===== config.mk =====
export PLATFORM = sky130hd
export DESIGN_NAME = mod_mul_stage
export DESIGN_NICKNAME = d
export VERILOG_FILES = /design/src/common/ntt_alu_pkg.sv /design/src/alu_core/mod_mul_stage.sv
export SDC_FILE = /design/constraint.sdc
export NUM_CORES = 1
export LEC_CHECK = 0
export BUFFER_PORTS_ARGS = -buffer_cell sky130_fd_sc_hd__buf_2
export CAP_MARGIN = 10
export CORE_MARGIN = 2
export CORE_UTILIZATION = 63
export CTS_BUF_LIST = sky130_fd_sc_hd__clkbuf_16
export DETAILED_ROUTE_END_ITERATION = 6
export PLACE_DENSITY = 0.84
export SYNTH_ARGS = -nofsm -noshare
export SYNTH_HDL_FRONTEND = slang
export SYNTH_SLANG_ARGS = --single-unit

===== constraint.sdc =====
create_clock -name clk -period 0.8 [get_ports clk]
set_input_delay 0.08 -clock clk [delete_from_list [all_inputs] [get_ports clk]]
set_output_delay 0.08 -clock clk [all_outputs]
set_load 0.02 [all_outputs]

===== src/common/ntt_alu_pkg.sv =====
package ntt_alu_pkg;

  // polynomial length is at most 2**MAX_LOGN coefficients
  localparam int MAX_LOGN = 6;

  // coefficient and modulus width
  localparam int LOGQ = 16;

  // multiplier bits handled by one chain stage
  localparam int MUL_BITS = 4;

  typedef enum logic [1:0] {
    OP_NONE = 2'd0,
    OP_CONF = 2'd1,
    OP_ADD  = 2'd2,
    OP_MULT = 2'd3
  } alu_op_e;

  typedef enum logic [1:0] {
    ST_IDLE  = 2'd0,
    ST_RUN   = 2'd1,
    ST_DRAIN = 2'd2
  } seq_state_e;

  // read request from the sequencer, one per coefficient
  typedef struct packed {
    logic                valid;
    logic                is_mult;
    logic [MAX_LOGN-1:0] addr;
  } mem_req_t;

  // item travelling down the multiply chain
  typedef struct packed {
    logic                valid;
    logic                is_mult;
    logic [MAX_LOGN-1:0] addr;
    logic [LOGQ-1:0]     a;
    // multiplier bits not yet consumed, next bit at the MSB
    logic [LOGQ-1:0]     b_rem;
    // partial product, always below q
    logic [LOGQ-1:0]     acc;
  } mul_token_t;

  // result write into poly 1
  typedef struct packed {
    logic                valid;
    logic [MAX_LOGN-1:0] addr;
    logic [LOGQ-1:0]     data;
  } mem_wr_t;

endpackage


===== src/alu_core/mod_mul_stage.sv =====
module mod_mul_stage
  import ntt_alu_pkg::*;
#(
  parameter int LOGQ     = ntt_alu_pkg::LOGQ,
  parameter int MUL_BITS = ntt_alu_pkg::MUL_BITS
) (
  input  logic            clk,
  input  logic            rst_n,
  input  logic [LOGQ-1:0] q,
  input  mul_token_t      token_in,
  output mul_token_t      token_out
);

  // 2*acc + a stays below 3q, so two spare bits are enough
  logic [LOGQ+1:0] t;
  logic [LOGQ-1:0] acc_v;
  logic [LOGQ-1:0] b_v;

  always_comb begin
    acc_v = token_in.acc;
    b_v   = token_in.b_rem;
    t     = '0;
    for (int i = 0; i < MUL_BITS; i++) begin
      // msb first: acc = 2*acc + bit*a, then back below q
      t = {2'b00, acc_v} << 1;
      if (b_v[LOGQ-1]) begin
        t = t + {2'b00, token_in.a};
      end
      if (t >= {2'b00, q}) begin
        t = t - {2'b00, q};
      end
      if (t >= {2'b00, q}) begin
        t = t - {2'b00, q};
      end
      acc_v = t[LOGQ-1:0];
      b_v   = b_v << 1;
    end
  end

  always_ff @(posedge clk or negedge rst_n) begin
    if (!rst_n) begin
      token_out <= '0;
    end else begin
      token_out <= token_in;
      // add tokens keep b unshifted for the writeback sum
      if (token_in.is_mult) begin
        token_out.acc   <= acc_v;
        token_out.b_rem <= b_v;
      end
    end
  end

endmodule


==> results.md, run 1 <==
- Status: stopped before the end
- Stopping stage: clock tree synthesis (4_1_cts)
- Log Error: [ERROR DPL-0038] Utilization greater than 100%, impossible to legalize
- Setup slack at placement: -27.73 ns
- Post-synth EDFFs: 0
- Ys Warns: 0
- TritonCTS Buffers: 5
- Syn Area/Cell: around 7.7 µm²
- Distinct cell type count after synthesis: between 80 and 90
- PortBufs: between 100 and 150
- I/O Pins: 130
- DP HPWL: 66.0 mm
- Post-synth top flop: dfrtp_1
- Row count: 53
- CTS Sinks: 56
- #FFs+latches synth: 56
- Placer Congestion: 1.14
- Cts-stage hold buffer count: 8
- CTS root buf: clkbuf_16
- Net Count, Synth: roughly 2,000
- Starting density of the core: 0.642
- H-tree levels: 2
- Mapped Cells: about 1,800
- Resize count post-CTS: ~240
- Die boundary height: roughly 150 µm
- Asr flop ratio synth: 1.00
- Mapped Area: about 14,000 µm²
- Clock Path Buffers: 2
- # Post-CTS Setup Buffers: 88
- DIE WIDTH: roughly 150 µm
- Post-DP Area: between 20,000 and 25,000 µm²
- Sequential fraction of the synthesis area: 0.103
-- Yosys cell counts (7+ instances only) --
| cell | count | share of area |
|---|---|---|
| a221o_1 | 10 | 0.0074 |
| nor4_1 | 10 | 0.0046 |
| o211ai_1 | 28 | 0.016 |
| a21boi_0 | 14 | 0.0078 |
| nor2b_1 | 42 | 0.019 |
| a21oi_1 | 127 | 0.047 |
| a32oi_1 | 7 | 0.0045 |
| clkbuf_1 | 31 | 0.0086 |
| mux2_2 | 70 | 0.058 |
| o21ai_0 | 119 | 0.044 |
| inv_1 | 110 | 0.030 |
| mux2i_1 | 33 | 0.024 |
| nand2_1 | 106 | 0.029 |
| ha_1 | 188 | 0.17 |
| xnor2_1 | 80 | 0.052 |
| xor2_1 | 34 | 0.022 |
| and2_1 | 17 | 0.0079 |
| nor2_1 | 125 | 0.035 |
| o31a_1 | 11 | 0.0071 |
| o31ai_1 | 13 | 0.0072 |
| dfrtp_1 | 56 | 0.10 |
| a31oi_1 | 18 | 0.0083 |
| o21a_1 | 47 | 0.026 |
| a22oi_1 | 7 | 0.0039 |
| nand2b_1 | 21 | 0.0097 |
| o21bai_1 | 16 | 0.0089 |
| nand3_1 | 49 | 0.018 |
| fa_1 | 12 | 0.018 |
| a211o_1 | 17 | 0.011 |
| a211oi_1 | 26 | 0.014 |
| and3_1 | 23 | 0.011 |
| and4_1 | 7 | 0.0045 |
| a21o_1 | 49 | 0.027 |
| nor3_1 | 53 | 0.020 |
| or3_1 | 13 | 0.0060 |
| or2_2 | 14 | 0.0065 |
| nand4_1 | 24 | 0.011 |
-- through the flow --
step / hold WS (ns) / util / std cells
2_1_floorplan: -0.216 / - / 1757
3_3_place_gp: -0.0300 / 0.971 / 2854
3_5_place_dp: -0.00589 / 0.971 / 2854
-- cells by family after synthesis --
kind of cell	synth area share
DFF	0.103
xor gates and xnor gates	0.0737
adders and majority gates	0.191
buffers and inverters	0.0470
and+or+nand+nor	0.197
AOI/OAI and AO/OA	0.298
muxes	0.0898
==> run 2, diff against run 1 <==
CORE_UTILIZATION = 40   (was 63)
CTS_BUF_LIST = default   (was sky130_fd_sc_hd__clkbuf_16)
PLACE_DENSITY = default   (was 0.84)
PLACE_DENSITY_LB_ADDON = 0.15   (was default)
==> results.md, run 2 <==
- Status: finished with violations
- Failing checks: hold timing, setup timing
- WP depth: 152
- Critical path launch point type: input pin
- Area leader, netlist: ha_1
- Largest register FFs: between 50 and 60
- Fin worst setup slack: -25.16 ns
- Syn-to-layout area delta: 69.0%
- CTS tree: yes
- Mapped Area: 13,500 µm² (unchanged)
- Max cap viols: 0
- Initial DRT Pass Iterations: 5
- CP required: between 1 and 1.5 ns
- Die boundary height: 188 µm (+25%)
- Max Freq: 38.5 MHz
- Post-DP Area: 21,000 µm² (+2.6%)
- Final setup TNS: -406.89 ns
- Final net count: between 3,000 and 4,000
- Hold_ws: -0.000230 ns
- CTS Sinks: 56 (unchanged)
- Via count: 17,800
- Critical path buffer and inverter count: 38
- Worst-Margin Slew: about 0.63 ns
- Top cells by count, synth: ha_1, a21oi_1, nor2_1
- Number of global-route vias before repair: roughly 18,000
- Distinct cell type count after synthesis: 88 (unchanged)
- #FFs+latches synth: 56 (unchanged)
- Fill count: ~2,800
- Slew Viols, Final: 0
- CP top delay family: compound AO/OA/AOI/OAI gates
- Synth top area cells: ha_1, dfrtp_1, mux2_2, xnor2_1, a21oi_1
- Post-synth EDFFs: 0 (unchanged)
- Tmin final: roughly 26 ns
- Die area: between 30,000 and 40,000 µm²
- Crit Path Category: in -> reg
- Worst min-delay path category: in -> reg
- First-pass GRT wire length: roughly 98 mm
- PortBufs: 129 (unchanged)
- Commonest cells after routing, fill and taps aside: buf_4, ha_1, nor2_1
- Final setup fails: 72
- TritonCTS Buffers: 5 (unchanged)
- WL/cell: around 20 µm
- Ys Warns: 0 (unchanged)
- Most common cell after layout, fill and taps aside: buf_4
- H-tree levels: 2 (unchanged)
- Avg Vias per Cell: about 5.6
- Remaining global-route overflow: 0
- Antenna-violating nets left: 0
- Unrepaired setup endpoints after global routing: true
- Most common cell in the synthesized netlist: ha_1
- Antenna violations before repair: 0
- Starting density of the core: 0.405 (-0.237)
- Core area: roughly 33,000 µm²
- Post-route clock period utilization: 32.5
- Routed Wire Length: about 64 mm
- Share of the synthesized area in the top cell type: 0.174 (unchanged)
- DIE WIDTH: 188 µm (+25%)
- Largest register by flop count: token_out
- DP HPWL: 51.6 mm (-22%)
- I/O Pins: 130 (unchanged)
- N_diodes: 0
- Worst-path clk slew: 0.08 ns
- Arrival @ worst endpoint: 26.20 ns
- Row count: 67 (+26%)
- Asr flop ratio synth: 1.00 (unchanged)
- Clock Path Buffers: 2 (unchanged)
- Crit path max-delay cell type: or3_4
- Mapped Cells: 1,757 (unchanged)
- Slew HR: 0.575
- Net Count, Synth: 2,031 (unchanged)
- Core Util, Final: 0.684
- Cell repeated most along the worst path: buf_4
- Hold Crit Depth: 3
- Regs by FF count: token_out x56
- CTS root buf: clkbuf_16
- Critical path endpoint category: flip-flop
- Max stage delay on crit path: 0.46 ns
- Fin area: 22,900 µm²
- Critical path fanouts, max: 6
- Hold Fails Final Rpt: 1
- Placer Congestion: 0.967 (-15%)
- Residual DRC: 0
- Total GRT Usage: 0.355
- Largest net degree at the start of global routing: 27
- Initial drt markers: between 1,000 and 1,500
- Sequential fraction of the synthesis area: 0.103 (unchanged)
- Layout cells sized above 1: 0.470
- Syn Area/Cell: 7.71 µm² (unchanged)
- Post-synth top flop: dfrtp_1
-- run 2: through the flow --
step / setup slack, ns / cells
after detailed placement: -25.93 / 3066
after floorplan: -24.57 / 1757
final: -25.16 / 3178
after global routing: -26.26 / 3178
after CTS: -25.00 / 3162
after global placement: -25.36 / 3066
-- run 2: final cells by class --
cell class	instances	area [µm²]	area share
clock buffers	5	125	0.00547
inverters	115	433	0.0189
flip-flops and latches	56	1400	0.0613
clock inverters	3	27.5	0.00120
well taps	448	561	0.0245
multi-input cells	1541	12600	0.550
repair buffers	1010	7760	0.339
-- run 2: what timing repair did --
action / in CTS / in global routing
pin swaps: 74 / 50
gates cloned: 2 / 0
endpoints found under the setup margin: 73 / 74
resized for setup: 180 / 71
endpoints found under the hold margin: 63 / 0
setup buffers: 80 / 17
hold buffers: 8 / 0
-- run 2: metal layers --
metal / track usage / vias up / wire, µm
met1: 0.447 / 8456 / 27200
met3: 0.0331 / 185 / 3400
li1: - / 8534 / -
met4: 0.195 / 0 / 4430
met2: 0.598 / 592 / 28900
met5: 0 / - / 0
-- run 2: tightest hold or removal path: stages --
cell and delay, ns:
buf_2 0.09, nand2_1 0.04, o21ai_0 0.06
-- run 2: path summary, 6_finish.rpt --
path                               from            end  slack [ns]
worst max-delay path        token_in[0]   token_out[2]      -25.16
worst min-delay path       token_in[25]  token_out[29]     -0.0002
max in group asynchronous         rst_n  token_out[42]        0.15
min in group asynchronous         rst_n  token_out[29]        0.20
-- run 2: cells by family (layout without fill, tap and decap cells) --
| group | Yosys count | count (layout) | synth area share |
|---|---|---|---|
| xor gates and xnor gates | 114 | 114 | 0.0737 |
| DFF | 56 | 56 | 0.103 |
| buffers and inverters | 161 | 1133 | 0.0470 |
| and+or+nand+nor | 528 | 528 | 0.197 |
| muxes | 110 | 110 | 0.0898 |
| adders and majority gates | 200 | 200 | 0.191 |
| AOI/OAI and AO/OA | 588 | 589 | 0.298 |
Power of run 2 is left out: the tool's default activity adds up to more than one toggle a clock period on the data nets, which glitch-free logic cannot reach.
==> run 3, diff against run 2 <==
clock period = 25.4 ns   (was 0.8 ns; I/O delays follow)
==> results.md, run 3 (synthesized netlist as in run 2, its figures left out) <==
- Slew HR: 0.468 (-0.107)
- Die area: 35,300 µm² (unchanged)
- CTS Sinks: 56 (unchanged)
- CTS root buf: clkbuf_16
- Tmin final: ~28 ns
- Core area: 33,400 µm² (unchanged)
- Cell repeated most along the worst path: a21oi_2
- Syn-to-layout area delta: 62.0%
- Hold_ws: 2.35 ns (+2.35 ns)
- I/O Pins: 130 (unchanged)
- Die boundary height: 188 µm (unchanged)
- Critical path endpoint category: flip-flop
- Unrepaired setup endpoints after global routing: true
- Antenna violations before repair: 2 (+2)
- Post-route clock period utilization: 1.12
- Hold Fails Final Rpt: 0 (-1)
- Max cap viols: 0 (unchanged)
- Number of global-route vias before repair: 17,100 (-3.1%)
- Placer Congestion: 0.999 (+3.3%)
- DP HPWL: 50.5 mm (-2.2%)
- DIE WIDTH: 188 µm (unchanged)
- Commonest cells after routing, fill and taps aside: buf_4, ha_1, buf_2
- Antenna-violating nets left: 0 (unchanged)
- Total GRT Usage: 0.341 (-0.0146)
- Largest register FFs: 56 (unchanged)
- Largest register by flop count: token_out
- Layout cells sized above 1: 0.455 (-0.0143)
- Crit Path Category: in -> reg
- Fin worst setup slack: -2.94 ns (+22.23 ns)
- Row count: 67 (unchanged)
- N_diodes: 0 (unchanged)
- Residual DRC: 0 (unchanged)
- CTS tree: yes
- TritonCTS Buffers: 5 (unchanged)
- Largest net degree at the start of global routing: 57 (+110%)
- First-pass GRT wire length: 93.8 mm (-4.1%)
- Critical path launch point type: input pin
- PortBufs: 129 (unchanged)
- Arrival @ worst endpoint: 28.53 ns (+2.33 ns)
- Max stage delay on crit path: 0.53 ns (+0.07 ns)
- Initial drt markers: 1,161 (-4.0%)
- CP required: 25.59 ns (+24.55 ns)
- Avg Vias per Cell: 5.63 (+0.64%)
- H-tree levels: 2 (unchanged)
- Final setup fails: 16 (-78%)
- Routed Wire Length: 62.6 mm (-2.0%)
- Most common cell after layout, fill and taps aside: buf_4
- WL/cell: 20.3 µm (+0.81%)
- Via count: 17,400 (-2.2%)
- Final net count: 2,913 (-3.0%)
- Status: finished with violations
- Crit path max-delay cell type: or4_1
- Remaining global-route overflow: 0 (unchanged)
- Starting density of the core: 0.405 (unchanged)
- Max Freq: about 35 MHz
- Critical path fanouts, max: 9 (+3)
- Initial DRT Pass Iterations: 5 (unchanged)
- Clock Path Buffers: 2 (unchanged)
- Slew Viols, Final: 0 (unchanged)
- Fill count: 2,875 (+1.6%)
- Worst-Margin Slew: 0.793 ns (+0.159 ns)
- Failing checks: setup timing
- Worst min-delay path category: in -> reg
- Regs by FF count: token_out x56
- CP top delay family: compound AO/OA/AOI/OAI gates
- Worst-path clk slew: 0.08 ns (about the same)
- Critical path buffer and inverter count: 14 (-63%)
==> run 3: cell types whose count changed in the layout (fill, tap and decap cells not counted), sizes merged <==
| cell | before | now |
|---|---|---|
| buf | 1002 | 920 |
| dlygate4sd3 | 8 | 0 |
| clkinv | 3 | 4 |
| clkinvlp | 1 | 0 |
==> run 3: repair_timing <==
action | CTS | global route
pin swaps | 88 | 69
hold buffers | 0 | 0
gates cloned | 1 | 0
setup buffers | 31 | 28
setup endpoints to repair | 16 | 16
resized for setup | 88 | 66
==> run 3: worst paths after layout <==
kind                         startpoint       endpoint  slack (ns)  cells past startpoint
max in group asynchronous         rst_n  token_out[46]       22.53                      2
worst max-delay path        token_in[0]   token_out[6]       -2.94                    141
worst min-delay path       token_in[53]  token_out[53]        2.35                      1
min in group asynchronous         rst_n  token_out[28]        2.37                      2
==> run 3: layout make-up <==
| cell class | instances | area, µm² | share of cell area |
|---|---|---|---|
| clock buffer | 5 | 125 | 0.00570 |
| clock inverter | 3 | 22.5 | 0.00103 |
| inverter | 115 | 432 | 0.0197 |
| multi-input combinational | 1541 | 12700 | 0.581 |
| sequential | 56 | 1400 | 0.0639 |
| tap | 448 | 561 | 0.0256 |
| timing repair buffer | 920 | 6660 | 0.304 |
==> run 3: layer usage <==
metal,track usage,part of all wire,up-vias
li1,-,-,8369
met1,0.432,0.43,8246
met2,0.564,0.45,595
met3,0.0271,0.050,165
met4,0.203,0.070,0
met5,0,0,-
==> run 3: per-stage QoR <==
| step | TNS (ns) | setup WS (ns) | std cells | instance area, µm² | util |
|---|---|---|---|---|---|
| final | -46.25 | -2.94 | 3088 | 21900 | 0.656 |
| after global routing | -67.59 | -4.27 | 3088 | 21900 | 0.656 |
| after CTS | -44.49 | -2.83 | 3060 | 21400 | 0.640 |
| after detailed placement | -57.28 | -3.67 | 3020 | 20600 | 0.615 |
| after global placement | -49.93 | -3.20 | 3020 | 20600 | 0.615 |
| after floorplan | -37.23 | -2.43 | 1757 | 14200 | - |
Power of run 3 is left out for the same reason.
