## src/common/ntt_alu_pkg.sv

```systemverilog
package ntt_alu_pkg;

  // polynomial length is at most 2**MAX_LOGN coefficients
  localparam int MAX_LOGN = 6;

  // coefficient and modulus width
  localparam int LOGQ = 16;

  // multiplier bits handled by one chain stage
  localparam int MUL_BITS = 4;

  typedef enum logic [1:0] {
    OP_NONE = 2'd0,
    OP_CONF = 2'd1,
    OP_ADD  = 2'd2,
    OP_MULT = 2'd3
  } alu_op_e;

  typedef enum logic [1:0] {
    ST_IDLE  = 2'd0,
    ST_RUN   = 2'd1,
    ST_DRAIN = 2'd2
  } seq_state_e;

  // read request from the sequencer, one per coefficient
  typedef struct packed {
    logic                valid;
    logic                is_mult;
    logic [MAX_LOGN-1:0] addr;
  } mem_req_t;

  // item travelling down the multiply chain
  typedef struct packed {
    logic                valid;
    logic                is_mult;
    logic [MAX_LOGN-1:0] addr;
    logic [LOGQ-1:0]     a;
    // multiplier bits not yet consumed, next bit at the MSB
    logic [LOGQ-1:0]     b_rem;
    // partial product, always below q
    logic [LOGQ-1:0]     acc;
  } mul_token_t;

  // result write into poly 1
  typedef struct packed {
    logic                valid;
    logic [MAX_LOGN-1:0] addr;
    logic [LOGQ-1:0]     data;
  } mem_wr_t;

endpackage

```

## src/alu_core/alu_writeback.sv

```systemverilog
module alu_writeback
  import ntt_alu_pkg::*;
#(
  parameter int LOGQ = ntt_alu_pkg::LOGQ
) (
  input  logic            clk,
  input  logic            rst_n,
  input  logic [LOGQ-1:0] q,
  input  mul_token_t      token,
  output mem_wr_t         wr
);

  logic [LOGQ:0]   sum;
  logic [LOGQ-1:0] add_res;
  logic [LOGQ-1:0] result;

  // a + b below 2q, one conditional subtract is enough
  always_comb begin
    sum     = {1'b0, token.a} + {1'b0, token.b_rem};
    add_res = sum[LOGQ-1:0];
    if (sum >= {1'b0, q}) begin
      add_res = LOGQ'(sum - {1'b0, q});
    end
    result = token.is_mult ? token.acc : add_res;
  end

  // result always lands in poly 1
  always_ff @(posedge clk or negedge rst_n) begin
    if (!rst_n) begin
      wr <= '0;
    end else begin
      wr.valid <= token.valid;
      wr.addr  <= token.addr;
      wr.data  <= result;
    end
  end

endmodule

```

## config.mk

```make
export PLATFORM = sky130hd
export DESIGN_NAME = alu_writeback
export DESIGN_NICKNAME = d
export VERILOG_FILES = /design/src/common/ntt_alu_pkg.sv /design/src/alu_core/alu_writeback.sv
export SDC_FILE = /design/constraint.sdc
export NUM_CORES = 1
export LEC_CHECK = 0
export ABC_AREA = 1
export BUFFER_PORTS_ARGS = -buffer_cell sky130_fd_sc_hd__buf_4
export CORE_UTILIZATION = 45
export DETAILED_ROUTE_END_ITERATION = 12
export HOLD_SLACK_MARGIN = 0.05
export PLACE_DENSITY = 0.71
export SYNTH_ARGS = -nofsm -noshare
export SYNTH_HDL_FRONTEND = slang
export SYNTH_SLANG_ARGS = --single-unit
```

## constraint.sdc

```tcl
create_clock -name clk -period 0.8 [get_ports clk]
set_input_delay 0.04 -clock clk [delete_from_list [all_inputs] [get_ports clk]]
set_output_delay 0.04 -clock clk [all_outputs]
set_load 0.1 [all_outputs]
```

Word-level counts from Yosys, hierarchy flattened

Cells that the tools add are included.

Flip-flop bits (word level): 23
Input bits: 74

Multiplexer cells: 2
Magnitude comparators: 1
Add/subtract/negate cells: 2

Operator list:

| kind           | number |
|---|---|
| $mux 16        | 2 |
| $add 16x16->17 | 1 |
| $ge 17x16->1   | 1 |
| $sub 16x16->16 | 1 |

Logic depth before layout (Yosys ltp)

Gate-level depths: netlist (run 1).

Depth in word-level cells: 4
Depth in mapped cells: 25

Worst setup path after synthesis (run 1)

Ideal clock, no wire load.

Path type: input -> register
From: input port token[16] (netlist bit)
To: register wr[1] (netlist bit)
Slack: -1.776 ns
Cell stages on the path: 22
Arrival time: 2.459 ns
Buffers on the path: 1
Path through: ha_1 -> fa_1 -> nand3_1 -> nand3_2 -> nand2_1 -> nand2_1 -> nand2_1 -> nand3b_1 -> nand2_1 -> inv_1 -> ha_1 -> nand2_1 -> inv_1 -> nand2_1 -> nand2_1 -> a21oi_2 -> nand2_4 -> nand2_4 -> buf_4 -> nand3b_1 -> nand3_1 -> nand2_1

Cells in the longest elaborated chain, start to end: 4
Elaborated cells on any way between the ends: 5
Classes of those cells: 2 x add/sub; 1 x order compare; 2 x mux

Ends and longest elaborated chain:

| element                                               | RTL line                                 | source |
|---|---|---|
| start, declared                                       | alu_writeback.sv:9                       | `input mul_token_t token,` |
| $add 16x16->17 *                                      | alu_writeback.sv:19                      | `sum = {1'b0, token.a} + {1'b0, token.b_rem};` |
| $sub 16x16->16 / $ge 17x16->1 (equally long branches) | alu_writeback.sv:22, alu_writeback.sv:21 |  |
| $mux 16 *                                             | alu_writeback.sv:21                      | `if (sum >= {1'b0, q}) begin` |
| $mux 16 *                                             | alu_writeback.sv:24                      | `result = token.is_mult ? token.acc : add_res;` |
| net result[1]                                         | alu_writeback.sv:15                      | `logic [LOGQ-1:0] result;` |
| end, declared                                         | alu_writeback.sv:10                      | `output mem_wr_t wr` |

The timed path passes the listed nets; every way through them passes the cells marked *.

Worst setup path after layout (run 1)

From: input port token[32] (netlist bit)
To: register wr[13] (netlist bit)

Same word-level chain as after synthesis.

==> results of run 1 <==
==> critical path: cells and delay by family <==
family	cells	cell delay (ps)
adders and majority gates	3	840
buffers and inverters	2	180
and+or+nand+nor	14	1830
==> cells in the mapped netlist, drive strengths merged <==
cell type and count:
nand4 7, xnor2 4, nand2 223, nand3b 8, a21oi 22, clkbuf 2, o21ai 6, xor2 9
nand3 45, inv 121, buf 6, ha 32, fa 2, dfrtp 23, and2 4, nor2 25
nor3 4
==> cells in the final DEF (no fill, tap or decap), drive strengths merged <==
| cell type | instances |
|---|---|
| dlygate4sd3 | 24 |
| nand2 | 223 |
| nand4 | 7 |
| dfrtp | 23 |
| fa | 2 |
| nor3 | 4 |
| xor2 | 9 |
| o21ai | 6 |
| clkbuf | 4 |
| and2 | 4 |
| nand3 | 45 |
| a21oi | 22 |
| xnor2 | 4 |
| nand3b | 8 |
| ha | 32 |
| inv | 121 |
| buf | 196 |
| nor2 | 25 |
==> worst paths after layout <==
kind / from / end / slack (ps) / cells after the start
max in group asynchronous: rst_n / wr[13] / 320 / 2
setup / recovery: token[32] / wr[13] / -1950 / 19
min in group clk: token[54] / wr[2] / 230 / 4
hold / removal: rst_n / wr[15] / 220 / 2
==> what timing repair did <==
item,in CTS,in global routing
hold endpoints to repair,46,0
setup endpoints to repair,39,39
pin swaps,41,20
gates resized for setup,98,63
hold buffers,24,0
setup buffers,13,6
cloned,1,0
==> power breakdown <==
part	switching (uW)	internal, uW	leakage [uW]
Combinational	5420	3630	0.00297
Clock	410	356	0.0000228
Sequential	166	1400	0.000249
==> layer usage <==
layer  routed length [microns]  GRT usage, %  vias up
met5                        16             0        -
li1                          -             -     2076
met4                      1360          23.3        2
met2                      7100          67.5      333
met3                      1220          5.14      143
met1                      4730          36.5     2096
==> logic make-up after synthesis <==
logic type	share of synthesized area [%]
AND/OR/NAND/NOR	44.0
adder cells (fa/ha/maj)	13.8
flip-flops	18.0
buffers and inverters	16.1
XOR/XNOR	3.57
AO/OA/AOI/OAI	4.51
==> cell type report <==
| cell class | instances | area share [%] |
|---|---|---|
| multi-input cells | 391 | 45.4 |
| repair buffers | 220 | 33.7 |
| flip-flops and latches | 23 | 10.3 |
| inverters | 121 | 7.75 |
| well taps | 96 | 2.05 |
| clock buffers | 4 | 0.768 |
==> metrics by stage <==
stage / setup WS, ps / total power, uW
after floorplan: -1630 / 5900
after global placement: -2090 / 8230
after detailed placement: -2150 / 8320
after CTS: -1640 / 10100
after global routing: -2070 / 11900
final: -1950 / 11400
==> impl_metrics.ini, run 1 <==
[clock_tree]
cts-buffers-inserted = 3
root_buffer = clkbuf_8
cts_sinks = 23
cts_buffer_depth = 2
path_clk_slew_ps = 90
htree_levels = 1
cts_tree = yes

[detailed_routing]
wl_per_cell_microns = 16.9
drc = 0
drt_first_pass_iters = 5
wl_microns = 14400
drtAntennaViolNets = 0
viasPerCell = 5.44
drt_iter0_markers = 573
via_count = 4650

[layout]
largest_reg_flops = 23
instances_no_fill = 855
utilization_pct = 85.8
n_fill_cell = 375
regArea_sq_um = 603
design_area_sq_mm = 0.00586
multi_input_area_sq_mm = 0.00266
top_register = wr
fin_nets = 868
area_growth_pct = 83.6
reg.largest.list = wr: 23 flops
drive_above_1_share_pct = 46.6
diodes = 0

[setup_path]
path_cells = buf_6 -> ha_4 -> fa_2 -> nand3_2 -> nand3_4 -> nand3_1 -> nand4_1 -> nand2_2 -> inv_1 -> ha_4 -> nand2_2 -> nor3_2 -> nand2_2 -> nand2_4 -> nand2_8 -> nand2_4 -> nand2_1 -> nand3_1 -> nand2_1
timing_worst_setup_path_type = input port to register
crit_fanout = 11
start_kind = input port
cp.arrival_ps = 2900
slowest_stage = fa_2
critPathCaptureType = register
max_stage_delay_ps = 380
critPathMostFrequentCell = nand2_2
worstPathRequired_ps = 940

[status]
violations = setup timing
status = complete, but fails checks

[sta]
rsz0062_at_grt = true
setup_ws_ps = -1950
maxSlewHeadroom_pct = 77.3
final.setup.tns_ps = -31160
drv_slew = 0
hold_slack_ps = 224
period_needed_ps = 2750
fin_crit_sh_pct = 344
hold_viol = 0
setup_viol = 39
tightest_slew_ps = 340
fmax_mhz = 363

[global_route]
grt_pass1_wl_microns = 20500
antenna_found_initial = 1
grt_pass1_vias = 4479
overflow = 0
grt_usage_pct = 35.7
grt_max_degree = 24

[die]
die-area_sq_mm = 0.00744
io_pins = 97
die_y_microns = 86.2
rows = 30
fp.dieW_microns = 86.2
fp.coreArea_sq_mm = 0.00683
start_util_pct = 46.7

[synthesis]
synth_fp_nets = 651
netlist_area_sq_mm = 0.00319
yosysSeqAreaShare_pct = 18.0
synthCells = 543
synth_top_area_share_pct = 24.8
synth_area_leaders = nand2_1 (25%), dfrtp_1 (18%), inv_1 (14%)
ys_seq_elements = 23
synth_cell_type_count = 29
yosysTopAreaCell = nand2_1
yosysWarnings = 0
syn_area_per_cell_sq_um = 5.88

[power]
vdd_ir_drop_max_mv = 1.12
p_leak_uw = 0.00324
power-per-cell-area_mw_per_mm2 = 1940

[placed_design]
place_inst = 808
port_buffers = 96
postPlaceCellArea_sq_mm = 0.00472
gp_congestion = 0.970
hpwl_microns = 8230

[flow_run]
maxCapViolCount = 0

[worst_hold_path]
hold_class = input port to asynchronous set/reset pin
(Power assumes the default switching activity.)
==> run 2, diff against run 1 <==
Settings changed: PLACE_DENSITY 0.71 to 0.81.
==> impl_metrics.ini, run 2 <==
[clock_tree]
cts_buffer_depth = 2
root_buffer = clkbuf_8
htree_levels = 1
cts_sinks = 23
cts-buffers-inserted = 3

[synthesis]
ys_async_sr_fraction_pct = 100
synth-xor-area-share_pct = 3.57
ys_top_cells_by_count = nand2_1 (211), inv_1 (117), nand3_1 (40)
ys_seq_elements = 23
synth_mux_area_share_pct = 0
synth_cell_type_count = 29
yosysTopAreaCell = nand2_1
synth_top_family_by_area = simple AND/OR/NAND/NOR gates
synth_fp_nets = 651
synthCells = 543
synth_top_area_share_pct = 24.8
synth_area_leaders = nand2_1 (25%), dfrtp_1 (18%), inv_1 (14%)
syn_area_per_cell_sq_um = 5.88
yosysWarnings = 0
synth_edf_count = 0
yosys.area_share.adder_pct = 13.8
synth.most_common_cell = nand2_1
synthSimpleGateAreaFrac_pct = 44.0
netlist_area_sq_mm = 0.00319
synthFlopType = dfrtp_1
yosysSeqAreaShare_pct = 18.0
synth-compound-area-share_pct = 4.51

[die]
io_pins = 97
rows = 30
fp.dieW_microns = 86.2
start_util_pct = 46.7
die_y_microns = 86.2

[status]
lastStage = 5_1_grt
error = [ERROR GRT-0232] Routing congestion too high. Check the congestion heatmap in the GUI.
status = stopped before the end

[placed_design]
port_buffers = 96
place_inst = 805
gp_congestion = 0.997
hpwl_microns = 8370
post-place-ws_ps = -2240

[global_route]
overflow = 55
grt_usage_pct = 71.5
grt_max_degree = 24

[sta]
worst-ep-kind = register data pin
grt_worst_setup_endpoint = wr[13]$_DFF_PN0_/D
## run 2: cell counts after synthesis
No cell type changed its count.
## run 2: per-layer routing
metal / GRT usage [%] / overflow
met5: 14.7 / 0
met4: 73.6 / 24
met3: 56.9 / 0
met2: 89.4 / 30
met1: 69.8 / 1
## run 2: kinds of logic after synthesis
logic type	Yosys count
buffers and inverters	129
flip-flops	23
AO/OA/AOI/OAI	28
AND/OR/NAND/NOR	316
adder cells (fa/ha/maj)	34
XOR/XNOR	13
## run 2: through the flow
step | hold slack (ps) | area (sq um)
after floorplan | -256 | 3280
after global placement | -63.0 | 4660
after detailed placement | -56.1 | 4660
after CTS | 52.1 | 5500
## run 2: repair_timing
item | CTS
gates cloned | 1
hold buffers | 25
endpoints found under the hold margin | 46
pin swaps | 30
setup buffers | 8
resized for setup | 92
setup endpoints to repair | 39
==> run 3, diff against run 2 <==
Settings changed: CORE_UTILIZATION 45 to 30, HOLD_SLACK_MARGIN 0.05 to not set, PLACE_DENSITY 0.81 to not set, PLACE_DENSITY_LB_ADDON set to 0.15.
==> impl_metrics.ini, run 3 (synthesis results as in run 1) <==
[setup_path]
path_cells = buf_4 -> ha_4 -> nand2_2 -> buf_4 -> nor2_2 -> nand2_4 -> nand2_4 -> xor2_4 -> inv_2 -> ha_4 -> nand2_1 -> nand2_2 -> nand2_1 -> nand2_2 -> a21oi_4 -> nand2_4 -> nand2_8 -> clkbuf_16 -> nand3_2 -> nand3_1 -> nand2_1
timing_worst_setup_path_type = input port to register
slowest_stage = ha_4
worstPathRequired_ps = 950
crit_fanout = 7
cp.arrival_ps = 2660
max_stage_delay_ps = 290
start_kind = input port
critPathCaptureType = register

[power]
p_leak_uw = 0.00335
vdd_ir_drop_max_mv = 1.21
power-per-cell-area_mw_per_mm2 = 1810
p_total_uw = 11000

[detailed_routing]
wl_microns = 11200
drt_iter0_markers = 131
drc = 0
via_count = 3972
drtAntennaViolNets = 0
wl_per_cell_microns = 12.4
drt_first_pass_iters = 4
viasPerCell = 4.38

[clock_tree]
path_clk_slew_ps = 80
cts_sinks = 23
cts_tree = yes
cts-buffers-inserted = 3
htree_levels = 1
cts_buffer_depth = 2
root_buffer = clkbuf_8

[sta]
period_needed_ps = 2510
hold_slack_ps = 9.81
drv_slew = 0
hold_viol = 0
fin_crit_sh_pct = 314
rsz0062_at_grt = true
setup_ws_ps = -1710
fmax_mhz = 398
setup_viol = 39
tightest_slew_ps = 296
maxSlewHeadroom_pct = 80.1
final.setup.tns_ps = -28670

[global_route]
grt_pass1_vias = 3970
grt_max_degree = 24
grt_pass1_wl_microns = 18400
antenna_found_initial = 0
grt_usage_pct = 20.4
overflow = 0

[die]
rows = 37
die-area_sq_mm = 0.0111
fp.dieW_microns = 105
die_y_microns = 105
start_util_pct = 30.9
io_pins = 97
fp.coreArea_sq_mm = 0.0103

[layout]
largest_reg_flops = 23
reg.largest.list = wr: 23 flops
n_fill_cell = 936
mostFrequentLayoutCell = nand2_1
mostFrequentLayoutCells = nand2_1 (180), buf_4 (172), inv_1 (110)
fin_nets = 880
area_growth_pct = 90.8
drive_above_1_share_pct = 46.6
top_register = wr
utilization_pct = 59.0
diodes = 0

[placed_design]
hpwl_microns = 8450
port_buffers = 96
gp_congestion = 0.879

[worst_hold_path]
min_to = wr[5]
hold_depth = 3
min_from = token[5]
hold_class = input port to register

[flow_run]
maxCapViolCount = 0

[status]
violations = setup timing
status = complete, but fails checks
-- run 3: through the flow --
stage / cells / instance area (sq um) / worst slack [ps]
after global routing: 907 / 6090 / -1890
final: 907 / 6090 / -1710
after CTS: 901 / 5780 / -1670
after global placement: 851 / 4790 / -2310
after detailed placement: 851 / 4790 / -2340
after floorplan: 543 / 3280 / -1630
-- run 3: area by class of cell --
| type | instances | area [sq um] | share of cell area [%] |
|---|---|---|---|
| Multi-Input combinational cell | 392 | 2760 | 45.4 |
| Inverter | 121 | 454 | 7.46 |
| Sequential cell | 23 | 603 | 9.90 |
| Clock buffer | 3 | 41.3 | 0.678 |
| Timing Repair Buffer | 231 | 2050 | 33.7 |
| Tap cell | 136 | 170 | 2.79 |
| Clock inverter | 1 | 5.00 | 0.0822 |
-- run 3: worst max path at each step --
stage	depth (start not counted)	startpoint	to	slack [ps]
after floorplan	20	token[16]	wr[2]	-1630
after global placement	21	token[16]	wr[2]	-2310
after detailed placement	21	token[16]	wr[2]	-2340
after CTS	20	token[32]	wr[8]	-1670
after global routing	25	token[38]	wr[11]	-1890
final	21	token[38]	wr[12]	-1710
-- run 3: metal layers --
metal	vias to the layer above	share of wire, %	track usage [%]
met3	9	3.1	1.31
met5	-	0	0
met1	1770	46	25.4
li1	2100	-	-
met4	0	1.1	3.92
met2	93	50	38.4
-- run 3: critical path: cells and delay by family --
kind	cells	cell delay [ps]
and+or+nand+nor	13	1130
adders and majority gates	2	560
buffers and inverters	4	510
xor gates and xnor gates	1	220
AOI/OAI and AO/OA	1	190
-- run 3: power by group --
part | switching, uW | internal (uW)
Sequential | 116 | 1400
Combinational | 5000 | 3840
Clock | 339 | 347
Total | 5460 | 5580
-- run 3: what timing repair did --
action,4_1_cts,5_1_grt
buffers inserted,22,5
endpoints found under the hold margin,43,0
gates cloned,3,1
hold buffers,21,0
gates resized for setup,100,51
endpoints found under the setup margin,39,39
pin swaps,36,18
