==> config.mk <==
export PLATFORM = sky130hd
export DESIGN_NAME = alu_sequencer
export DESIGN_NICKNAME = d
export VERILOG_FILES = /design/src/common/ntt_alu_pkg.sv /design/src/alu_core/alu_sequencer.sv
export SDC_FILE = /design/constraint.sdc
export NUM_CORES = 1
export LEC_CHECK = 0
export BUFFER_PORTS_ARGS = -buffer_cell sky130_fd_sc_hd__buf_2
export CAP_MARGIN = 5
export CORE_MARGIN = 1.5
export CORE_UTILIZATION = 50
export DETAILED_ROUTE_END_ITERATION = 8
export GPL_TIMING_DRIVEN = 0
export HOLD_SLACK_MARGIN = 0.02
export PLACE_DENSITY = 0.82
export SLEW_MARGIN = 20
export SYNTH_ARGS = -nofsm -noshare
export SYNTH_HDL_FRONTEND = slang
export SYNTH_SLANG_ARGS = --single-unit
==> constraint.sdc <==
create_clock -name clk -period 8.8 [get_ports clk]
set_input_delay 0.88 -clock clk [delete_from_list [all_inputs] [get_ports clk]]
set_output_delay 0.88 -clock clk [all_outputs]
set_load 0.01 [all_outputs]
==> src/common/ntt_alu_pkg.sv <==
package ntt_alu_pkg;

  // polynomial length is at most 2**MAX_LOGN coefficients
  localparam int MAX_LOGN = 6;

  // coefficient and modulus width
  localparam int LOGQ = 16;

  // multiplier bits handled by one chain stage
  localparam int MUL_BITS = 4;

  typedef enum logic [1:0] {
    OP_NONE = 2'd0,
    OP_CONF = 2'd1,
    OP_ADD  = 2'd2,
    OP_MULT = 2'd3
  } alu_op_e;

  typedef enum logic [1:0] {
    ST_IDLE  = 2'd0,
    ST_RUN   = 2'd1,
    ST_DRAIN = 2'd2
  } seq_state_e;

  // read request from the sequencer, one per coefficient
  typedef struct packed {
    logic                valid;
    logic                is_mult;
    logic [MAX_LOGN-1:0] addr;
  } mem_req_t;

  // item travelling down the multiply chain
  typedef struct packed {
    logic                valid;
    logic                is_mult;
    logic [MAX_LOGN-1:0] addr;
    logic [LOGQ-1:0]     a;
    // multiplier bits not yet consumed, next bit at the MSB
    logic [LOGQ-1:0]     b_rem;
    // partial product, always below q
    logic [LOGQ-1:0]     acc;
  } mul_token_t;

  // result write into poly 1
  typedef struct packed {
    logic                valid;
    logic [MAX_LOGN-1:0] addr;
    logic [LOGQ-1:0]     data;
  } mem_wr_t;

endpackage

==> src/alu_core/alu_sequencer.sv <==
module alu_sequencer
  import ntt_alu_pkg::*;
#(
  parameter int MAX_LOGN   = ntt_alu_pkg::MAX_LOGN,
  parameter int LOGQ       = ntt_alu_pkg::LOGQ,
  parameter int NUM_STAGES = ntt_alu_pkg::LOGQ / ntt_alu_pkg::MUL_BITS
) (
  input  logic              clk,
  input  logic              rst_n,
  input  alu_op_e           op,
  input  logic [MAX_LOGN:0] cfg_logn,
  input  logic [LOGQ-1:0]   cfg_q,
  output logic [LOGQ-1:0]   q,
  output mem_req_t          req,
  output logic              done
);

  // request to writeback: memory, stages, writeback register
  localparam int PIPE_LATENCY = NUM_STAGES + 2;
  localparam int DRAIN_W      = $clog2(PIPE_LATENCY + 1);
  localparam int CNT_W        = (MAX_LOGN > DRAIN_W) ? MAX_LOGN : DRAIN_W;

  seq_state_e          state;
  logic [MAX_LOGN:0]   logn_q;
  logic                is_mult_q;
  logic [CNT_W-1:0]    cnt;
  logic [MAX_LOGN-1:0] last_addr;

  assign last_addr = MAX_LOGN'((1 << logn_q) - 1);
  assign done      = (state == ST_IDLE);

  always_ff @(posedge clk or negedge rst_n) begin
    if (!rst_n) begin
      state     <= ST_IDLE;
      logn_q    <= '0;
      q         <= '0;
      is_mult_q <= 1'b0;
      cnt       <= '0;
      req       <= '0;
    end else begin
      req <= '0;
      case (state)
        ST_IDLE: begin
          cnt <= '0;
          case (op)
            OP_CONF: begin
              logn_q <= cfg_logn;
              q      <= cfg_q;
              // preloaded counter leaves drain on the next edge
              cnt    <= CNT_W'(PIPE_LATENCY);
              state  <= ST_DRAIN;
            end
            OP_ADD, OP_MULT: begin
              is_mult_q <= (op == OP_MULT);
              state     <= ST_RUN;
            end
            default: begin
            end
          endcase
        end
        ST_RUN: begin
          req.valid   <= 1'b1;
          req.is_mult <= is_mult_q;
          req.addr    <= cnt[MAX_LOGN-1:0];
          if (cnt == CNT_W'(last_addr)) begin
            cnt   <= '0;
            state <= ST_DRAIN;
          end else begin
            cnt <= cnt + 1'b1;
          end
        end
        ST_DRAIN: begin
          // wait for the last coefficient to reach poly 1
          if (cnt == CNT_W'(PIPE_LATENCY)) begin
            cnt   <= '0;
            state <= ST_IDLE;
          end else begin
            cnt <= cnt + 1'b1;
          end
        end
        default: begin
          state <= ST_IDLE;
        end
      endcase
    end
  end

endmodule

# Word level (Yosys, flattened, before mapping)
# Cells that the tools add are included.
# classes
n_mux	9
shift	1
reduce_logical	6
n_eq_ne	10
n_addsub	2
# op_table
op	n
6-bit case mux with 3 select lines	1
6-bit two-way mux	2
8-bit two-way mux	1
1-bit by 7-bit left shift with 6-bit output (first input constant)	1
6-bit by 1-bit adder with 6-bit output (second input constant)	1
2-bit equality test (second input constant)	3
6-bit by 3-bit equality test with 1-bit output (second input constant)	1
6-bit equality test	1
2-bit case mux with 3 select lines	1
6-bit by 2-bit subtractor with 6-bit output (second input constant)	1
2-bit by 1-bit equality test with 1-bit output (second input constant)	2
2-bit two-way mux	2
2-bit inequality test (second input constant)	2
2-bit case mux with 2 select lines	1
2-bit AND reduction	2
3-bit two-way mux	1
3-bit by 1-bit inequality test with 1-bit output (second input constant)	1
3-bit AND reduction	1
3-bit nonzero test	1
2-bit zero test	1
2-bit OR reduction	1
# word_totals
register_bits	40
input_bits	27

# Logic depth before layout (Yosys ltp)
# Gate-level depths: netlist (run 1).
# depth
depth_word	5
depth_mapped	11
depth_no_buf	11

# Worst setup path after synthesis (run 1)
# No wires, ideal clock.
# synth_path
path_type	register to register
startpoint	register logn_q[3]
endpoint	register cnt[1]
stages_incl_launch_ff	12
period_less_slack_ns	2.878
arrival_time_ns	2.737
setup_slack_ns	5.922
n_path_buf	0
cell_sequence	dfrtp_1 or4_4 nor3_1 nand2b_1 ha_1 xnor2_1 or4b_1 nand3_1 nand3_2 o311ai_4 and2_1 a221oi_1
# synth_via
elab_chain_len	5
# synth_lines
item	line	source
start: declaration	alu_sequencer.sv:24	logic [MAX_LOGN:0] logn_q;
start signal: assignment	alu_sequencer.sv:47	logn_q <= cfg_logn;
1-bit by 7-bit left shift with 6-bit output	alu_sequencer.sv:29	assign last_addr = MAX_LOGN'((1 << logn_q) - 1);
6-bit by 2-bit subtractor with 6-bit output	alu_sequencer.sv:29	
6-bit equality test	alu_sequencer.sv:65	if (cnt == CNT_W'(last_addr)) begin
6-bit two-way mux	alu_sequencer.sv:65	
6-bit case mux with 3 select lines	alu_sequencer.sv:42	case (state)
end signal: assignment	alu_sequencer.sv:50	cnt <= CNT_W'(PIPE_LATENCY);
end signal: assignment	alu_sequencer.sv:69	cnt <= cnt + 1'b1;
end signal: assignment	alu_sequencer.sv:78	cnt <= cnt + 1'b1;
end: declaration	alu_sequencer.sv:26	logic [CNT_W-1:0] cnt;
# Every way passes these cells.
# A chain may end at the register's enable or synchronous reset.

# Worst setup path after layout (run 1)
# layout_path
startpoint	register logn_q[3]
endpoint	register cnt[2]
# The elaborated chain is that of the path after synthesis.

==> results of run 1 <==
-- metal layers --
metal | up-vias | track usage, % | part of all wire [%]
met3 | 4 | 6.424 | 6.1
li1 | 666 | - | -
met2 | 45 | 32.29 | 50
met1 | 669 | 22.00 | 43
met4 | 0 | 6.383 | 1.2
met5 | - | 0 | 0
-- cells in the final DEF (no fill, tap or decap), types with 2 or more instances in the layout --
cell type	synthesis	routed
nor2b_1	3	3
dfrtp_1	40	40
nor2_1	8	8
or3_1	3	3
nand2_1	10	10
ha_1	7	7
and2_1	8	8
inv_1	5	5
mux2_2	24	24
xor2_1	3	3
a21oi_1	6	6
buf_2	0	51
clkbuf_8	0	5
nand2b_1	2	2
xnor2_1	2	2
nor3_1	3	3
clkbuf_1	3	3
a21o_1	4	4
nand3_1	3	3
buf_1	2	2
-- how the worst max path moves through the flow --
| stage | startpoint | endpoint | slack (ps) | cells past startpoint |
|---|---|---|---|---|
| floorplan | logn_q[3] | cnt[1] | 5920 | 11 |
| global placement | logn_q[3] | cnt[1] | 5750 | 11 |
| detailed placement | logn_q[3] | cnt[2] | 5700 | 11 |
| CTS | logn_q[3] | cnt[2] | 5700 | 11 |
| global route | logn_q[3] | cnt[1] | 5500 | 11 |
| finish | logn_q[3] | cnt[2] | 5720 | 11 |
-- registers in the layout, indices dropped and copies added (netlist names) --
name and cells:
logn_q 7, is_mult_q 1, q 16, state 2, req 8, cnt 6
-- power by group through the flow --
stage	Clock, mW	Combinational [mW]	Sequential [mW]
5_1_grt	0.127	0.310	0.305
6_report	0.116	0.278	0.297
4_1_cts	0.120	0.281	0.298
2_1_floorplan	0	0.175	0.315
3_5_place_dp	0	0.280	0.301
3_3_place_gp	0	0.272	0.297
-- stage by stage --
stage          cell area, um^2  std cells
4_1_cts                   2286        262
5_1_grt                   2286        262
6_report                  2286        262
2_1_floorplan             1889        156
3_5_place_dp              2205        255
3_3_place_gp              2205        255
-- worst reg2reg max path: cells and delay by family (launching register included) --
family                   cells  cell delay, ps
XOR/XNOR                     1             170
AND/OR/NAND/NOR              7            1760
adder cells (fa/ha/maj)      1             250
AO/OA/AOI/OAI                2             370
flip-flops                   1             400
-- final cells by class --
class	count	area [um^2]
Multi-Input combinational cell	105	843.3
Timing Repair Buffer	51	255.2
Buffer	6	26.28
Inverter	5	18.77
Fill cell	319	1348
Clock buffer	5	68.82
Clock inverter	2	12.51
Sequential cell	40	1001
Tap cell	48	60.06
-- kinds of logic after synthesis --
logic type / share of synthesized area [%]
compound gates: 9.338
xor+xnor: 2.318
fa+ha+maj: 4.636
buf+inv: 2.384
flops: 52.98
mux: 14.30
simple gates: 14.04
==> impl_metrics.yaml, run 1 <==
worst_hold_path:
  holdCritStartpoint: "is_mult_q"
  hold_class: "reg -> reg"
  worstHoldEndpoint: "req[6]"
  hold_depth: 1
power_and_ir_drop:
  pwr-share-seq_pct: 43.0
  clkPwrFrac_pct: 16.8
  combPwrFrac_pct: 40.2
  p_int_uw: 445.4
  ir_drop_mv: 0.1602
  p_sw_uw: 246.1
  p_leak_nw: 1.133
  p_total_uw: 691.5
  swShare_pct: 35.59
  powerDensity_nw_per_um2: 302.5
route:
  via_count: 1384
  remaining_drc_errors: 0
  via_per_inst: 5.282
  routed_wl_mm: 3.428
  firstDrtPassIters: 4
  wl_per_cell_um: 13.08
  ant_nets: 0
  drt_iter0_markers: 87
critical_path:
  worstSetupPathType: "reg -> reg"
  slowest_delay_ps: 560
  cp_max_fo: 5
  startpoint_type: "flip-flop"
  slowest_stage: "or4_4"
  critPathArrivalTime_ps: 3240
  r2r-end: "cnt[2]"
  crit_chain: "or4_4, nor3_1, nand2b_1, ha_1, xnor2_1, or4b_1, nand3_1, nand3_2, o311ai_4, and2_1, a311oi_1"
  cpLargestDelayFamily: "simple AND/OR/NAND/NOR gates"
  reg2reg_slack_ps: 5720
  crit_path_end_kind: "flip-flop"
  r2r-start: "logn_q[3]"
  r2r_cells: 11
  required_ps: 8960
  critPathBufInv: 0
timing:
  tightest_slew_ps: 852.7
  period_needed_ps: 3078
  finalHoldViolations: 0
  hold_ws_ps: 484.0
  fin_ws_ps: 5722
  finalCritPeriodShare_pct: 34.97
  tns_ps: 0
  rsz0062_at_grt: "false"
  finClkSkew_ps: 8.506
  slew_headroom_pct: 43.15
  slew_viol_final: 0
  setup_violations: 0
  max_clock_freq_mhz: 324.9
logic_synthesis:
  synthCells: 156
  ys_types: 38
  yosys-top-cells-count: "dfrtp_1, mux2_2, nand2_1"
  ys_warn_count: 0
  ys_top_cells_by_area: "dfrtp_1, mux2_2, ha_1"
  ys.flop_type: "dfrtp_1"
  synth_seq_cells: 40
  syn-num-nets: 190
  synth.most_common_cell: "dfrtp_1"
  synth_area_um2: 1889
  synth_top_area_share_pct: 52.98
  synth_edf_count: 0
  yosysTopAreaCell: "dfrtp_1"
  async_reset_ff_share_pct: 100.0
  ys_seq_area_share_pct: 52.98
  synth_area_per_cell_um2: 12.11
job:
  drv_cap: 0
clocking:
  post-cts-setup-buffers: 0
  clk_latency_ps: 300
  clk_pin_slew_ps: 80
  h-tree-depth: 2
  clock_path_buffers: 2
  cts_tree: "built"
  cts-buffers-inserted: 5
  root_buffer: "clkbuf_8"
  cts_resized: 0
  holdBufCountCts: 0
  cts_sinks: 40
layout:
  syn2layout_area_growth_pct: 20.99
  n_antenna_cell: 0
  layout.nets: 248
  drive_gt1_share_pct: 42.06
  fin_util_pct: 62.91
global_routing:
  grt-ovfl-total: 0
  grt_pass1_wl_mm: 6.009
  antenna_found_initial: 0
  grt_pass1_vias: 1352
  grt_max_degree: 41
  grt_use_total_pct: 18.80
outcome:
  status: "completed"
placement:
  portBuffers: 51
  dp_hpwl_mm: 2.585
  place_ws_ps: 5700
  gp_congestion: 0.7310
die:
  rows: 22
  initial_utilization_pct: 52.00
  ioPinCount: 52
  dieHeight_um: 64.47
  die_area_um2: 4156
  die_x_um: 64.47
  coreArea_um2: 3633
Note: power is estimated with default switching activity, not from simulation.
==> run 2, diff against run 1 <==
--- a/config.mk
+++ b/config.mk
@@ -8,11 +8,11 @@
 export BUFFER_PORTS_ARGS = -buffer_cell sky130_fd_sc_hd__buf_2
 export CAP_MARGIN = 5
 export CORE_MARGIN = 1.5
-export CORE_UTILIZATION = 50
+export CORE_UTILIZATION = 46
 export DETAILED_ROUTE_END_ITERATION = 8
 export GPL_TIMING_DRIVEN = 0
 export HOLD_SLACK_MARGIN = 0.02
-export PLACE_DENSITY = 0.82
+export PLACE_DENSITY = 0.79
 export SLEW_MARGIN = 20
 export SYNTH_ARGS = -nofsm -noshare
 export SYNTH_HDL_FRONTEND = slang
==> constraint.sdc (replaced) <==
create_clock -name clk -period 2.6 [get_ports clk]
set_input_delay 0.26 -clock clk [delete_from_list [all_inputs] [get_ports clk]]
set_output_delay 0.26 -clock clk [all_outputs]
set_load 0.01 [all_outputs]
==> impl_metrics.yaml, run 2 (synthesis results as in run 1) <==
placement:
  gp_congestion: 0.8096
  place_inst: 257
  dp_hpwl_mm: 2.395
  portBuffers: 51
global_routing:
  grt_max_degree: 41
  grt_pass1_vias: 1316
  antenna_found_initial: 0
  grt_pass1_wl_mm: 5.713
  grt_use_total_pct: 16.94
  grt-ovfl-total: 0
layout:
  layout_common_cells: "buf_2, dfrtp_1, mux2_2, nand2_1, nor2_1"
  drive_gt1_share_pct: 47.73
  fin_cells: 270
  fin_util_pct: 61.37
  syn2layout_area_growth_pct: 29.01
  regMostFlops: "q"
  final_common_cell: "buf_2"
  top_regs: "q (16), req (8), logn_q (7)"
  n_fill_cell: 316
  multiInputGateArea_um2: 909.6
  n_antenna_cell: 0
  largest_reg_flops: 16
  regArea_um2: 1001
  layout.nets: 253
timing:
  period_needed_ps: 2924
  tightest_slew_ps: 846.9
  rsz0062_at_grt: "true"
  max_clock_freq_mhz: 342.0
  slew_headroom_pct: 43.54
  fin_ws_ps: -324.1
  hold_ws_ps: 74.63
  slew_viol_final: 0
  finalHoldViolations: 0
  setup_violations: 8
  finalCritPeriodShare_pct: 112.5
  finClkSkew_ps: 9.199
outcome:
  violations: "negative setup slack"
  status: "finished with violations"
die:
  dieHeight_um: 67.09
  rows: 23
  die_x_um: 67.09
  die_area_um2: 4500
  ioPinCount: 52
  initial_utilization_pct: 47.57
  coreArea_um2: 3971
clocking:
  cts-buffers-inserted: 5
  holdBufCountCts: 0
  cts_sinks: 40
  cts_tree: "built"
  clk_pin_slew_ps: 80
  clk_latency_ps: 290
  h-tree-depth: 2
  clock_path_buffers: 2
  root_buffer: "clkbuf_8"
worst_hold_path:
  hold_class: "in -> async"
route:
  routed_wl_mm: 3.387
  ant_nets: 0
  wl_per_cell_um: 12.54
  drt_iter0_markers: 71
  remaining_drc_errors: 0
  via_per_inst: 5.107
  firstDrtPassIters: 4
  via_count: 1379
critical_path:
  worstSetupPathType: "reg -> reg"
  r2r_cells: 11
  cp_max_fo: 5
  critPathArrivalTime_ps: 3070
  reg2reg_slack_ps: -320
  required_ps: 2750
  crit_path_end_kind: "flip-flop"
  r2r-end: "cnt[2]"
  r2r-start: "logn_q[6]"
  startpoint_type: "flip-flop"
  crit_start: "logn_q[6]"
power_and_ir_drop:
  powerDensity_nw_per_um2: 1063
  p_total_mw: 2.591
  ir_drop_mv: 0.5577
  p_leak_nw: 1.206
job:
  drv_cap: 0
==> run 2: area by class of cell <==
class / instances / share of cell area [%]
sequential: 40 / 41.07
tap: 50 / 2.567
inverter: 5 / 0.7700
multi-input combinational: 105 / 37.32
buffer: 6 / 1.078
timing repair buffer: 56 / 12.01
clock inverter: 1 / 1.232
clock buffer: 7 / 3.953
==> run 2: worst max-delay path: stages (launching register included) <==
cell	delay [ps]
dfrtp_1	380
or4_4	560
nor3_4	140
nand2_1	80
ha_2	210
xnor2_2	140
or4b_4	540
nand3_4	80
nand3_4	80
o311ai_4	330
and2_4	210
a311oi_1	40
==> run 2: how the worst max path moves through the flow <==
stage / to / cells past startpoint
6_report: cnt[2] / 11
3_5_place_dp: cnt[1] / 11
3_3_place_gp: cnt[2] / 11
5_1_grt: cnt[2] / 11
2_1_floorplan: cnt[1] / 11
4_1_cts: cnt[2] / 11
==> run 2: layer usage <==
metal  track usage [%]  up-vias  wire length (um)
met5                 0        -                 0
met2             27.48       43              1676
met3             5.236        6               221
met1             20.45      660              1441
met4             7.653        0                48
li1                  -      670                 -
==> run 2: timing repair <==
item | CTS | global route
setup buffers | 5 | 0
endpoints found under the setup margin | 8 | 8
resized for setup | 4 | 6
pin swaps | 9 | 3
==> run 2: per-stage QoR <==
stage / worst slack [ps] / TNS [ps] / instance area [um^2]
3_3_place_gp: -347.2 / -2482 / 2215
4_1_cts: -386.1 / -2590 / 2401
3_5_place_dp: -410.5 / -2885 / 2215
5_1_grt: -471.1 / -3425 / 2437
6_report: -324.1 / -2186 / 2437
2_1_floorplan: -181.9 / -1220 / 1897
==> run 2: power breakdown <==
part           total [mW]  internal, mW  switching [mW]
Combinational        1.04         0.532           0.509
Sequential           1.01         0.856           0.152
Clock               0.543         0.339           0.204
Total                2.59          1.73           0.866
